$ cat config.mk
export PLATFORM = sky130hd
export DESIGN_NAME = fe_top
export DESIGN_NICKNAME = d
export VERILOG_FILES = /design/src/common/fe_pkg.sv /design/src/source/fe_top.sv /design/src/source/issue_pair_pack.sv /design/src/source/fetch_lane.sv /design/src/source/fetch_pc_gen.sv
export SDC_FILE = /design/constraint.sdc
export NUM_CORES = 1
export LEC_CHECK = 0
export ABC_AREA = 1
export BUFFER_PORTS_ARGS = -buffer_cell sky130_fd_sc_hd__buf_4
export CORE_MARGIN = 2
export CORE_UTILIZATION = 51
export CTS_CLUSTER_DIAMETER = 120
export DETAILED_ROUTE_END_ITERATION = 10
export PLACE_DENSITY = 0.9
export SETUP_SLACK_MARGIN = 0.05
export SLEW_MARGIN = 20
export SYNTH_ARGS = -nofsm -noshare
export SYNTH_HDL_FRONTEND = slang
export SYNTH_SLANG_ARGS = --single-unit
$ cat constraint.sdc
create_clock -name clk_i -period 2.8 [get_ports clk_i]
set_clock_uncertainty 0.1 [all_clocks]
set_input_delay 0.28 -clock clk_i [delete_from_list [all_inputs] [get_ports clk_i]]
set_output_delay 0.28 -clock clk_i [all_outputs]
set_load 0.01 [all_outputs]
$ cat src/instr_mem.hex
// one 32-bit instruction word per line in hex, word index 0 to 31
00100093
00208133
00208463
0000a183
00312023
008000ef
12345237
00420293
000080e7
00530313
0062a023
00730393
fe208ee3
00838413
0093a483
00a48533
0100006f
00b58593
00c62623
00d68693
00070067
00e78793
00f82823
01088893
0128e463
01198993
013a2a23
014a8a93
ff9ff0ef
015b0b13
016b8b93
000000e7

$ cat src/common/fe_pkg.sv
// shared widths, word types and back-end command opcodes of the fetch front end
// reset pc, pair stride, instruction memory and control-transfer opcode constants
package fe_pkg;

  // one word per fetch pc and per instruction
  localparam int vaddr_width_c = 32;
  localparam int instr_width_c = 32;

  typedef logic [vaddr_width_c-1:0] vaddr_t;
  typedef logic [instr_width_c-1:0] instr_t;

  // back-end command opcodes
  // codes 2 and 3 are left over from the full command set and ignored
  typedef enum logic [1:0] {
    e_op_pc_redirect = 2'd0,
    e_op_wait        = 2'd1,
    e_op_rsvd2       = 2'd2,
    e_op_rsvd3       = 2'd3
  } fe_cmd_opcode_e;

  // first pair fetched after reset
  localparam vaddr_t reset_pc_c = 32'h0000_0000;

  // slot 1 sits one word above slot 0
  localparam vaddr_t instr_bytes_c = 32'd4;
  // pc step once a full pair has gone out
  localparam vaddr_t pair_bytes_c = 32'd8;

  // 32-word instruction memory
  // index is taken from pc bits above the byte offset, so addresses wrap
  localparam int imem_idx_width_c = 5;
  localparam int imem_off_width_c = 2;

  // memory image, read by the lanes at load time
  localparam string imem_file_c = "/design/src/instr_mem.hex";

  // RISC-V major opcodes that end a fetch pair
  localparam logic [6:0] rv_opcode_branch_c = 7'b1100011;
  localparam logic [6:0] rv_opcode_jal_c    = 7'b1101111;
  localparam logic [6:0] rv_opcode_jalr_c   = 7'b1100111;

endpackage
$ cat src/source/fe_top.sv
// dual-issue fetch front end top level
// pc generator, two fetch lanes and the pair packer
`timescale 1ns/10ps

module fe_top (
  input  logic                    clk_i,
  input  logic                    reset_i,
  input  logic                    fe_cmd_v_i,
  input  fe_pkg::fe_cmd_opcode_e  fe_cmd_opcode_i,
  input  fe_pkg::vaddr_t          fe_cmd_vaddr_i,
  input  logic                    queue_ready_i,
  output logic                    queue0_v_o,
  output fe_pkg::vaddr_t          queue0_pc_o,
  output fe_pkg::instr_t          queue0_instr_o,
  output logic                    queue1_v_o,
  output fe_pkg::vaddr_t          queue1_pc_o,
  output fe_pkg::instr_t          queue1_instr_o
);
  import fe_pkg::*;

  // pc generator to lanes
  logic   fetch_v;
  vaddr_t fetch_pc0;
  vaddr_t fetch_pc1;
  logic   flush;

  // packer back to pc generator and lanes
  logic   advance;
  logic   resteer_v;
  vaddr_t resteer_pc;

  // registered slots out of the lanes
  logic   lane0_v;
  vaddr_t lane0_pc;
  instr_t lane0_instr;
  logic   lane1_v;
  vaddr_t lane1_pc;
  instr_t lane1_instr;

  fetch_pc_gen i_fetch_pc_gen (
    .clk_i           (clk_i),
    .reset_i         (reset_i),
    .fe_cmd_v_i      (fe_cmd_v_i),
    .fe_cmd_opcode_i (fe_cmd_opcode_i),
    .fe_cmd_vaddr_i  (fe_cmd_vaddr_i),
    .advance_i       (advance),
    .resteer_v_i     (resteer_v),
    .resteer_pc_i    (resteer_pc),
    .fetch_v_o       (fetch_v),
    .fetch_pc0_o     (fetch_pc0),
    .fetch_pc1_o     (fetch_pc1),
    .flush_o         (flush)
  );

  // lane 0 fetches the pair pc
  fetch_lane lane0 (
    .clk_i     (clk_i),
    .reset_i   (reset_i),
    .advance_i (advance),
    .flush_i   (flush),
    .fetch_v_i (fetch_v),
    .pc_i      (fetch_pc0),
    .v_o       (lane0_v),
    .pc_o      (lane0_pc),
    .instr_o   (lane0_instr)
  );

  // lane 1 fetches the word after it
  fetch_lane lane1 (
    .clk_i     (clk_i),
    .reset_i   (reset_i),
    .advance_i (advance),
    .flush_i   (flush),
    .fetch_v_i (fetch_v),
    .pc_i      (fetch_pc1),
    .v_o       (lane1_v),
    .pc_o      (lane1_pc),
    .instr_o   (lane1_instr)
  );

  issue_pair_pack i_issue_pair_pack (
    .lane0_v_i      (lane0_v),
    .lane0_pc_i     (lane0_pc),
    .lane0_instr_i  (lane0_instr),
    .lane1_v_i      (lane1_v),
    .lane1_pc_i     (lane1_pc),
    .lane1_instr_i  (lane1_instr),
    .queue_ready_i  (queue_ready_i),
    .queue0_v_o     (queue0_v_o),
    .queue0_pc_o    (queue0_pc_o),
    .queue0_instr_o (queue0_instr_o),
    .queue1_v_o     (queue1_v_o),
    .queue1_pc_o    (queue1_pc_o),
    .queue1_instr_o (queue1_instr_o),
    .advance_o      (advance),
    .resteer_v_o    (resteer_v),
    .resteer_pc_o   (resteer_pc)
  );

endmodule

$ cat src/source/issue_pair_pack.sv
// pair packer that scans slot 0 for a control transfer
// drives both queue slots plus the advance and resteer strobes
`timescale 1ns/10ps

module issue_pair_pack (
  input  logic            lane0_v_i,
  input  fe_pkg::vaddr_t  lane0_pc_i,
  input  fe_pkg::instr_t  lane0_instr_i,
  input  logic            lane1_v_i,
  input  fe_pkg::vaddr_t  lane1_pc_i,
  input  fe_pkg::instr_t  lane1_instr_i,
  input  logic            queue_ready_i,
  output logic            queue0_v_o,
  output fe_pkg::vaddr_t  queue0_pc_o,
  output fe_pkg::instr_t  queue0_instr_o,
  output logic            queue1_v_o,
  output fe_pkg::vaddr_t  queue1_pc_o,
  output fe_pkg::instr_t  queue1_instr_o,
  output logic            advance_o,
  output logic            resteer_v_o,
  output fe_pkg::vaddr_t  resteer_pc_o
);
  import fe_pkg::*;

  logic [6:0] major_op;
  logic       is_ctrl;
  logic       accept;

  // major opcode of slot 0
  assign major_op = lane0_instr_i[6:0];

  // branch, jal and jalr all end the pair
  assign is_ctrl = (major_op == rv_opcode_branch_c)
                 | (major_op == rv_opcode_jal_c)
                 | (major_op == rv_opcode_jalr_c);

  // pair leaves on a ready cycle with slot 0 valid
  assign accept = lane0_v_i & queue_ready_i;

  // slot 0 goes out as fetched
  assign queue0_v_o     = lane0_v_i;
  assign queue0_pc_o    = lane0_pc_i;
  assign queue0_instr_o = lane0_instr_i;

  // slot 1 is dropped behind a control transfer
  assign queue1_v_o     = lane1_v_i & ~is_ctrl;
  assign queue1_pc_o    = lane1_pc_i;
  assign queue1_instr_o = lane1_instr_i;

  // lanes may refill when empty or when the queue takes the pair
  assign advance_o = ~lane0_v_i | queue_ready_i;

  // restart right behind the control transfer
  // taken targets come back later as back-end redirects
  assign resteer_v_o  = accept & is_ctrl;
  assign resteer_pc_o = lane0_pc_i + instr_bytes_c;

endmodule

$ cat src/source/fetch_lane.sv
// one fetch lane with an instruction memory read port
// and the registered slot that feeds the pair packer
`timescale 1ns/10ps

module fetch_lane (
  input  logic            clk_i,
  input  logic            reset_i,
  input  logic            advance_i,
  input  logic            flush_i,
  input  logic            fetch_v_i,
  input  fe_pkg::vaddr_t  pc_i,
  output logic            v_o,
  output fe_pkg::vaddr_t  pc_o,
  output fe_pkg::instr_t  instr_o
);
  import fe_pkg::*;

  instr_t                      mem_r [0:(1 << imem_idx_width_c)-1];
  logic [imem_idx_width_c-1:0] idx;
  logic                        v_r;
  vaddr_t                      pc_r;
  instr_t                      instr_r;

  // image is loaded once at start
  initial
  begin
    $readmemh(imem_file_c, mem_r);
  end

  // word index above the byte offset, upper pc bits wrap
  assign idx = pc_i[imem_off_width_c +: imem_idx_width_c];

  // flush drops the slot, advance refills it
  always_ff @(posedge clk_i)
  begin
    if (reset_i || flush_i)
    begin
      v_r <= 1'b0;
    end
    else if (advance_i)
    begin
      v_r <= fetch_v_i;
    end
  end

  // payload only moves with its valid
  always_ff @(posedge clk_i)
  begin
    if (advance_i && !flush_i)
    begin
      pc_r    <= pc_i;
      instr_r <= mem_r[idx];
    end
  end

  assign v_o     = v_r;
  assign pc_o    = pc_r;
  assign instr_o = instr_r;

endmodule

$ cat src/source/fetch_pc_gen.sv
// fetch pc generator with run/idle state and the pair pc register
// decodes back-end commands and raises the lane flush
`timescale 1ns/10ps

module fetch_pc_gen (
  input  logic                    clk_i,
  input  logic                    reset_i,
  input  logic                    fe_cmd_v_i,
  input  fe_pkg::fe_cmd_opcode_e  fe_cmd_opcode_i,
  input  fe_pkg::vaddr_t          fe_cmd_vaddr_i,
  input  logic                    advance_i,
  input  logic                    resteer_v_i,
  input  fe_pkg::vaddr_t          resteer_pc_i,
  output logic                    fetch_v_o,
  output fe_pkg::vaddr_t          fetch_pc0_o,
  output fe_pkg::vaddr_t          fetch_pc1_o,
  output logic                    flush_o
);
  import fe_pkg::*;

  // idle parks fetch after a wait until the next redirect
  typedef enum logic {
    e_idle = 1'b0,
    e_run  = 1'b1
  } state_e;

  state_e state_r;
  vaddr_t pc_r;

  logic redirect_v;
  logic wait_v;

  // only two opcodes are decoded
  // the reserved codes fall through and change nothing
  assign redirect_v = fe_cmd_v_i & (fe_cmd_opcode_i == e_op_pc_redirect);
  assign wait_v     = fe_cmd_v_i & (fe_cmd_opcode_i == e_op_wait);

  always_ff @(posedge clk_i)
  begin
    if (reset_i)
    begin
      state_r <= e_run;
    end
    else if (redirect_v)
    begin
      state_r <= e_run;
    end
    else if (wait_v)
    begin
      state_r <= e_idle;
    end
  end

  // commands win over a resteer in the same cycle
  // a wait just holds the pc where it is
  always_ff @(posedge clk_i)
  begin
    if (reset_i)
    begin
      pc_r <= reset_pc_c;
    end
    else if (redirect_v)
    begin
      pc_r <= fe_cmd_vaddr_i;
    end
    else if (!wait_v)
    begin
      if (resteer_v_i)
      begin
        pc_r <= resteer_pc_i;
      end
      else if (advance_i && (state_r == e_run))
      begin
        pc_r <= pc_r + pair_bytes_c;
      end
    end
  end

  assign fetch_v_o   = (state_r == e_run);
  assign fetch_pc0_o = pc_r;
  // second lane always reads the next word
  assign fetch_pc1_o = pc_r + instr_bytes_c;

  // anything that moves the pc off the straight line kills the pair in flight
  assign flush_o = redirect_v | wait_v | resteer_v_i;

endmodule

==> impl_results.md, run 1 <==
- Run status: complete, no violations
- Asr flop ratio synth: 0%
- Final Hold Fails: 0
- Synth warn: 0
- Detail Placement HPWL: 9204 µm
- Critical Path Sink Type: flop
- Crit path required time: 2.81 ns
- Final Net Count: 730
- Clk slew on worst S/H paths: 0.09 ns
- Initial DRC Count: 256
- CTS Root Cell: clkbuf_8
- Core area: 9729 µm²
- Post-synth EDFFs: 62
- Clk buf depth: 2
- N_diodes: 0
- Vias after detailed routing: 4191
- Crit path cell chain: ha_1 -> nand3_1 -> nor2_1 -> nand2_1 -> nor2_1 -> nand2_1 -> xor2_1
- CP Launch Type: flop
- Layout cells sized above 1: 21.15%
- Primary FF master, synth: edfxtp_1
- RSZ-0062 raised after global routing: false
- FILL cells: 831
- Setup Fix Bufs, Post-CTS: 0
- Initial antenna violation count: 0
- Die H: 103.7 µm
- Post_cts resized: 0
- Place WS: 0.6177 ns
- Clock sinks: 96
- Register area: 2542 µm²
- First-pass GRT wire length: 19240 µm
- Initial core utilization: 52.12%
- Met3 wire length: 1076 µm
- Total GRT Usage: 22.76%
- CTS tree: yes
- Leakage: 2.427 nW
- Worst IR Drop VDD: 274.1 µV
- Remaining antenna violation count: 0
- PortBufs: 102
- Gr ovfl total: 0
- Slowest cell on crit path: dfxtp_1
- Post-placement cell area: 5717 µm²
- Via-per-instance ratio: 5.062
- DRC viols: 0
- Average cell area after synthesis: 8.566 µm²
- Ports: 168
- CTS buffer count: 9
- Setup CP Type: reg2reg
- Worst Hold Class: in2reg
- Wl on met1: 4883 µm
- Die area: 10760 µm²
- Period utilization: 80.13%
- Worst-skew pair later-pin latency: 0.37 ns
- Setup ws final: 0.5565 ns
- Detailed Routing Iterations Pass 1: 5
- Pwr Density: 539.5 nW/µm²
- Area of the multi-input gates: 2072 µm²
- WL/cell: 15.09 µm
- Area grow syn2layout: 16.90%
- Rel. slew slack: 58.13%
- Die X: 103.7 µm
- Final Max Slew Viols: 0
- Peak Freq: 0.4457 GHz
- Max Cap Violations: 0
- Hold Buf Count CTS: 0
- Minimum clock period: 2.244 ns
- CP delay by family, top: simple AND/OR/NAND/NOR gates
- Critical Path Max Stage Delay: 0.56 ns
- Top Layer Used: met4
- Post-synthesis sequential area ratio: 50.14%
- Synth Register Bits: 96
- Site Rows: 36
- Worst-Margin Slew: 0.6271 ns
- Synth Instances: 592
- Critical Path AT: 2.26 ns
- Post-layout power: 3.198 mW
- Max H-tree Level: 3
- Setup_tns: 0 ns
- Pin count of the biggest net entering global routing: 38
- Crit Path Max Fanout: 11
- Final setup vio count: 0
- Routed length on met2: 6255 µm
- Number of buffers and inverters on the critical path: 0
- GP Congestion: 0.9032
- Vias in the first global route: 3869
- Synth Cell Area: 5071 µm²
- Cell variety after synth: 31
- Total wire length: 12500 µm
- Design Area, Final: 5928 µm²
==> power by group <==
group          leakage (nW)  internal [mW]  total [mW]  switching, mW
combinational          1.39          0.208       0.497          0.290
clock                0.0999          0.499       0.972          0.473
sequential            0.936           1.64        1.73         0.0840
==> tightest hold or removal path, stage by stage <==
cell	delay (ns)
buf_4	0.07
o21ai_0	0.07
nor2_1	0.08
==> worst paths after layout <==
path	cells after the start	from	to	slack, ns
worst min-delay path	3	fe_cmd_vaddr_i[1]	i_fetch_pc_gen.fetch_pc0_o[1]$_SDFFE_PP0P_	0.06
worst min register to register	0	i_fetch_pc_gen.fetch_pc0_o[0]$_SDFFE_PP0P_	lane1.pc_o[0]$_DFFE_PP_	0.35
worst max-delay path	7	i_fetch_pc_gen.fetch_pc0_o[2]$_SDFFE_PP0P_	lane1.pc_o[20]$_DFFE_PP_	0.56
worst max register to register	7	i_fetch_pc_gen.fetch_pc0_o[2]$_SDFFE_PP0P_	lane1.pc_o[20]$_DFFE_PP_	0.56
==> sequential cells by signal, indices dropped and copies added (netlist names) <==
signal,count
i_fetch_pc_gen.fetch_pc0_o,32
i_fetch_pc_gen.fetch_v_o,1
lane0.pc_o,30
lane0.v_o,1
lane1.pc_o,32
==> cells in the mapped netlist (2+ instances only) <==
library cell	n	share of area, %
nand2_1	155	11
buf_4	69	10
edfxtp_1	62	37
nor2_1	62	4.6
dfxtp_1	34	13
a21oi_1	33	3.3
nand3_1	33	3.3
inv_1	26	1.9
o21ai_0	26	2.6
xor2_1	22	3.8
buf_2	8	0.79
clkbuf_1	8	0.59
nor2_2	8	0.99
o21ai_1	7	0.69
nor2_4	6	1.3
xnor2_1	5	0.86
inv_2	4	0.30
nand4_1	4	0.49
nand2_2	3	0.37
nor3_1	3	0.30
a31oi_1	2	0.25
ha_1	2	0.49
o211ai_1	2	0.30
==> kinds of logic after synthesis <==
kind of cell	Yosys count	synth area share (%)
simple gates	280	23.61
buf+inv	115	13.82
flops	96	50.14
compound gates	71	7.204
xor+xnor	27	4.663
fa+ha+maj	2	0.4934
other cells	1	0.07395
==> metrics by stage <==
step | util (%) | hold slack, ns | cells
CTS | 60.93 | 0.06942 | 828
global placement | 58.76 | 0.3168 | 812
floorplan | - | 0.3029 | 656
finish | 60.93 | 0.06440 | 828
global route | 60.93 | 0.07706 | 828
detailed placement | 58.76 | 0.3293 | 812
==> layout by cell type, fill, tap and decap left out, types with 2 or more instances in the layout <==
master | Yosys | layout
nand2_1 | 155 | 155
buf_4 | 69 | 107
conb_1 | 1 | 65
nor2_1 | 62 | 62
edfxtp_1 | 62 | 62
dfxtp_1 | 34 | 34
nand3_1 | 33 | 33
a21oi_1 | 33 | 33
o21ai_0 | 26 | 26
inv_1 | 26 | 25
xor2_1 | 22 | 22
clkbuf_8 | 0 | 9
nor2_2 | 8 | 8
nor2_4 | 6 | 6
o21ai_1 | 7 | 6
inv_2 | 4 | 5
xnor2_1 | 5 | 5
nand4_1 | 4 | 4
nor3_1 | 3 | 3
nand2_2 | 3 | 3
o211ai_1 | 2 | 2
a31oi_1 | 2 | 2
ha_1 | 2 | 2
bufinv_16 | 0 | 2
clkinvlp_4 | 0 | 2
==> metal layers <==
| metal | track usage, % | up-vias |
|---|---|---|
| li1 | - | 1996 |
| met1 | 27.26 | 1922 |
| met2 | 41.06 | 250 |
| met3 | 4.405 | 23 |
| met4 | 7.529 | 0 |
| met5 | 0 | - |
==> layout make-up <==
cell class / instances / share of cell area [%]
multi-input cells: 445 / 34.95
clock inverters: 6 / 1.414
flip-flops and latches: 96 / 42.89
inverters: 30 / 1.900
clock buffers: 10 / 2.153
well taps: 133 / 2.807
repair buffers: 108 / 13.89
Power figures use the tool's default switching activity.
==> run 2: changes to the inputs <==
Clock period 2.8 ns to 2.1 ns, I/O delays scaled along.
==> run 2 against run 1 <==
- via count grew 1.6%
- first-iteration DRC count grew 7.8%
- non-clock buffer count up 13
- power grew 29%
- clock power grew 18%
- worst hold slack got worse by 0.042 ns
- sequential cell count unchanged
- utilization is 0.87 points higher
- global-route usage rose by 0.33 points
- final cell count is 1.6% higher
- combinational power grew 37%
- sequential power grew 33%
==> impl_results.md, run 2 (same netlist as run 1, synthesis figures left out) <==
- CTS Root Cell: clkbuf_8 (unchanged)
- Max Cap Violations: 0 (unchanged)
- Area grow syn2layout: 18.58% (was 16.90%)
- Final Net Count: 743 (was 730)
- Layout cells sized above 1: 22.74% (was 21.15%)
- PortBufs: 102 (unchanged)
- Die H: 103.7 µm (unchanged)
- Crit path cell chain: ha_2 -> inv_1 -> nor2_4 -> nand2_1 -> nor2_4 -> nand2_1 -> nor2_2 -> nand2_1 -> xor2_1 (was ha_1 -> nand3_1 -> nor2_1 -> nand2_1 -> nor2_1 -> nand2_1 -> xor2_1)
- Vias in the first global route: 4052 (was 3869)
- Post-layout power: 4.132 mW (was 3.198 mW)
- Most frequent cells in the layout: 155 x nand2_1, 118 x buf_4, 65 x conb_1 (was 155 x nand2_1, 107 x buf_4, 65 x conb_1)
- Reg2reg start: i_fetch_pc_gen.fetch_pc0_o[4]$_SDFFE_PP0P_ (was i_fetch_pc_gen.fetch_pc0_o[2]$_SDFFE_PP0P_)
- Critical Path Sink Type: flop (unchanged)
- Gr ovfl total: 0 (unchanged)
- CTS buffer count: 9 (unchanged)
- Final Max Slew Viols: 0 (unchanged)
- Minimum clock period: 1.862 ns (was 2.244 ns)
- Worst Hold Class: in2reg (unchanged)
- Sequential power share: 55.6% (was 54.1%)
- Design Area, Final: 6013 µm² (was 5928 µm²)
- Pin count of the biggest net entering global routing: 63 (was 38)
- Detail Placement HPWL: 9234 µm (was 9204 µm)
- R2r setup slk: 0.24 ns (was 0.56 ns)
- N_diodes: 0 (unchanged)
- Net Switching: 1.108 mW (was 0.8468 mW)
- Max H-tree Level: 3 (unchanged)
- CP most frequent cell: nand2_1
- Reg2reg path depth: 9 (was 7)
- DRC viols: 0 (unchanged)
- CP Launch Type: flop (unchanged)
- Setup CP Type: reg2reg (unchanged)
- Die X: 103.7 µm (unchanged)
- Peak Freq: 0.5371 GHz (was 0.4457 GHz)
- Worst-skew pair later-pin latency: 0.37 ns (about the same)
- CP delay by family, top: simple AND/OR/NAND/NOR gates (unchanged)
- Crit. path cell count: 9 (was 7)
- CP Launch Point: i_fetch_pc_gen.fetch_pc0_o[4]$_SDFFE_PP0P_ (was i_fetch_pc_gen.fetch_pc0_o[2]$_SDFFE_PP0P_)
- Setup Fix Bufs, Post-CTS: 0 (unchanged)
- Post-placement cell area: 5803 µm² (was 5717 µm²)
- Ports: 168 (unchanged)
- Final Hold Fails: 0 (unchanged)
- Slowest cell on crit path: dfxtp_2 (was dfxtp_1)
- Via-per-instance ratio: 5.064 (was 5.062)
- Clk pwr share: 27.9% (was 30.4%)
- Sw Share: 26.83% (was 26.48%)
- Clk buf depth: 2 (unchanged)
- FF-to-FF End: lane1.pc_o[21]$_DFFE_PP_ (was lane1.pc_o[20]$_DFFE_PP_)
- GP Congestion: 0.9244 (was 0.9032)
- Crit path required time: 2.13 ns (was 2.81 ns)
- Place WS: 0.1129 ns (was 0.6177 ns)
- Critical Path Max Stage Delay: 0.41 ns (was 0.56 ns)
- Die area: 10760 µm² (unchanged)
- Total wire length: 12420 µm (was 12500 µm)
- CTS tree: yes (unchanged)
- Final setup vio count: 0 (unchanged)
- Site Rows: 36 (unchanged)
- Number of buffers and inverters on the critical path: 1 (was 0)
- Setup_tns: 0 ns (unchanged)
- Total GRT Usage: 23.09% (was 22.76%)
- Vias after detailed routing: 4259 (was 4191)
- Pwr Density: 687.2 nW/µm² (was 539.5 nW/µm²)
- Leakage: 2.483 nW (was 2.427 nW)
- Clock sinks: 96 (unchanged)
- Comb pwr share: 16.5% (was 15.6%)
- Worst IR Drop VDD: 338.2 µV (was 274.1 µV)
- Initial DRC Count: 276 (was 256)
- Setup ws final: 0.2381 ns (was 0.5565 ns)
- First-pass GRT wire length: 19600 µm (was 19240 µm)
- FILL cells: 837 (was 831)
- Run status: complete, no violations (unchanged)
- Period utilization: 88.66% (was 80.13%)
- Initial antenna violation count: 0 (unchanged)
- Initial core utilization: 52.12% (unchanged)
- RSZ-0062 raised after global routing: false (unchanged)
- Most common cell after layout, fill and taps aside: nand2_1 (unchanged)
- Worst setup path end: lane1.pc_o[21]$_DFFE_PP_ (was lane1.pc_o[20]$_DFFE_PP_)
- Detailed Routing Iterations Pass 1: 5 (unchanged)
- Remaining antenna violation count: 0 (unchanged)
- Clk slew on worst S/H paths: 0.09 ns (about the same)
- WL/cell: 14.77 µm (was 15.09 µm)
- Critical Path AT: 1.89 ns (was 2.26 ns)
- Core area: 9729 µm² (unchanged)
- Cell-internal power: 3.024 mW (was 2.351 mW)
- Crit Path Max Fanout: 7 (was 11)
[run 2: changes by cell type in the layout (fill, tap and decap cells not counted), sizes merged]
cell         previous run  this run
clkinvlp                2         1
clkinv                  2         4
inv                    30        29
buf                   108       119
clkbuf                 10        11
bufinv                  2         1
dlygate4sd3             0         2
[run 2: area by class of cell]
cell class                 instances  area, µm²  area share [%]
multi-input combinational        445       2079           34.58
tap                              133      166.4           2.767
sequential                        96       2545           42.32
clock buffer                      11      131.4           2.185
inverter                          30      116.4           1.935
clock inverter                     5      48.80          0.8115
timing repair buffer             121      925.9           15.40
[run 2: worst register-to-register path, cell delays in order, from the launching register on]
cell and delay [ns]:
dfxtp_2 0.41, ha_2 0.23, inv_1 0.07, nor2_4 0.14
nand2_1 0.12, nor2_4 0.11, nand2_1 0.10, nor2_2 0.12
nand2_1 0.07, xor2_1 0.15
[run 2: metrics by stage]
stage | hold slack, ns | utilization, % | instances
final | 0.02201 | 61.81 | 841
after floorplan | 0.2716 | - | 656
after CTS | 0.01345 | 61.70 | 841
after global routing | 0.02253 | 61.81 | 841
after global placement | 0.3195 | 59.65 | 823
after detailed placement | 0.3255 | 59.65 | 823
[run 2: what timing repair did]
action                                 4_1_cts  5_1_grt
setup endpoints to repair                    0        4
resized for setup                            0        4
hold buffers                                 2        0
endpoints found under the hold margin        2        0
[run 2: power by group through the flow]
stage / Combinational [mW] / Clock, mW / Sequential (mW)
6_report: 0.682 / 1.15 / 2.30
5_1_grt: 0.742 / 1.23 / 2.32
4_1_cts: 0.682 / 1.17 / 2.29
3_5_place_dp: 0.677 / 0 / 2.34
3_3_place_gp: 0.664 / 0 / 2.33
2_1_floorplan: 0.382 / 0 / 2.38
[run 2: how the worst min path moves through the flow]
stage	start	endpoint	slack, ns	cells after the start
2_1_floorplan	fe_cmd_vaddr_i[4]	i_fetch_pc_gen.fetch_pc0_o[4]$_SDFFE_PP0P_	0.27	2
3_3_place_gp	i_fetch_pc_gen.fetch_pc0_o[1]$_SDFFE_PP0P_	lane1.pc_o[1]$_DFFE_PP_	0.32	0
3_5_place_dp	i_fetch_pc_gen.fetch_pc0_o[1]$_SDFFE_PP0P_	lane1.pc_o[1]$_DFFE_PP_	0.33	0
4_1_cts	fe_cmd_vaddr_i[5]	i_fetch_pc_gen.fetch_pc0_o[5]$_SDFFE_PP0P_	0.01	3
5_1_grt	fe_cmd_vaddr_i[4]	i_fetch_pc_gen.fetch_pc0_o[4]$_SDFFE_PP0P_	0.02	3
6_report	fe_cmd_vaddr_i[4]	i_fetch_pc_gen.fetch_pc0_o[4]$_SDFFE_PP0P_	0.02	3
[run 2: layer usage]
layer,up-vias,share of wire (%),wire (µm),track usage [%]
li1,2021,-,-,-
met1,1969,40,4930,27.43
met2,238,49,6101,40.40
met3,31,8.1,1008,3.776
met4,0,3.1,382,11.78
met5,-,0,0,0
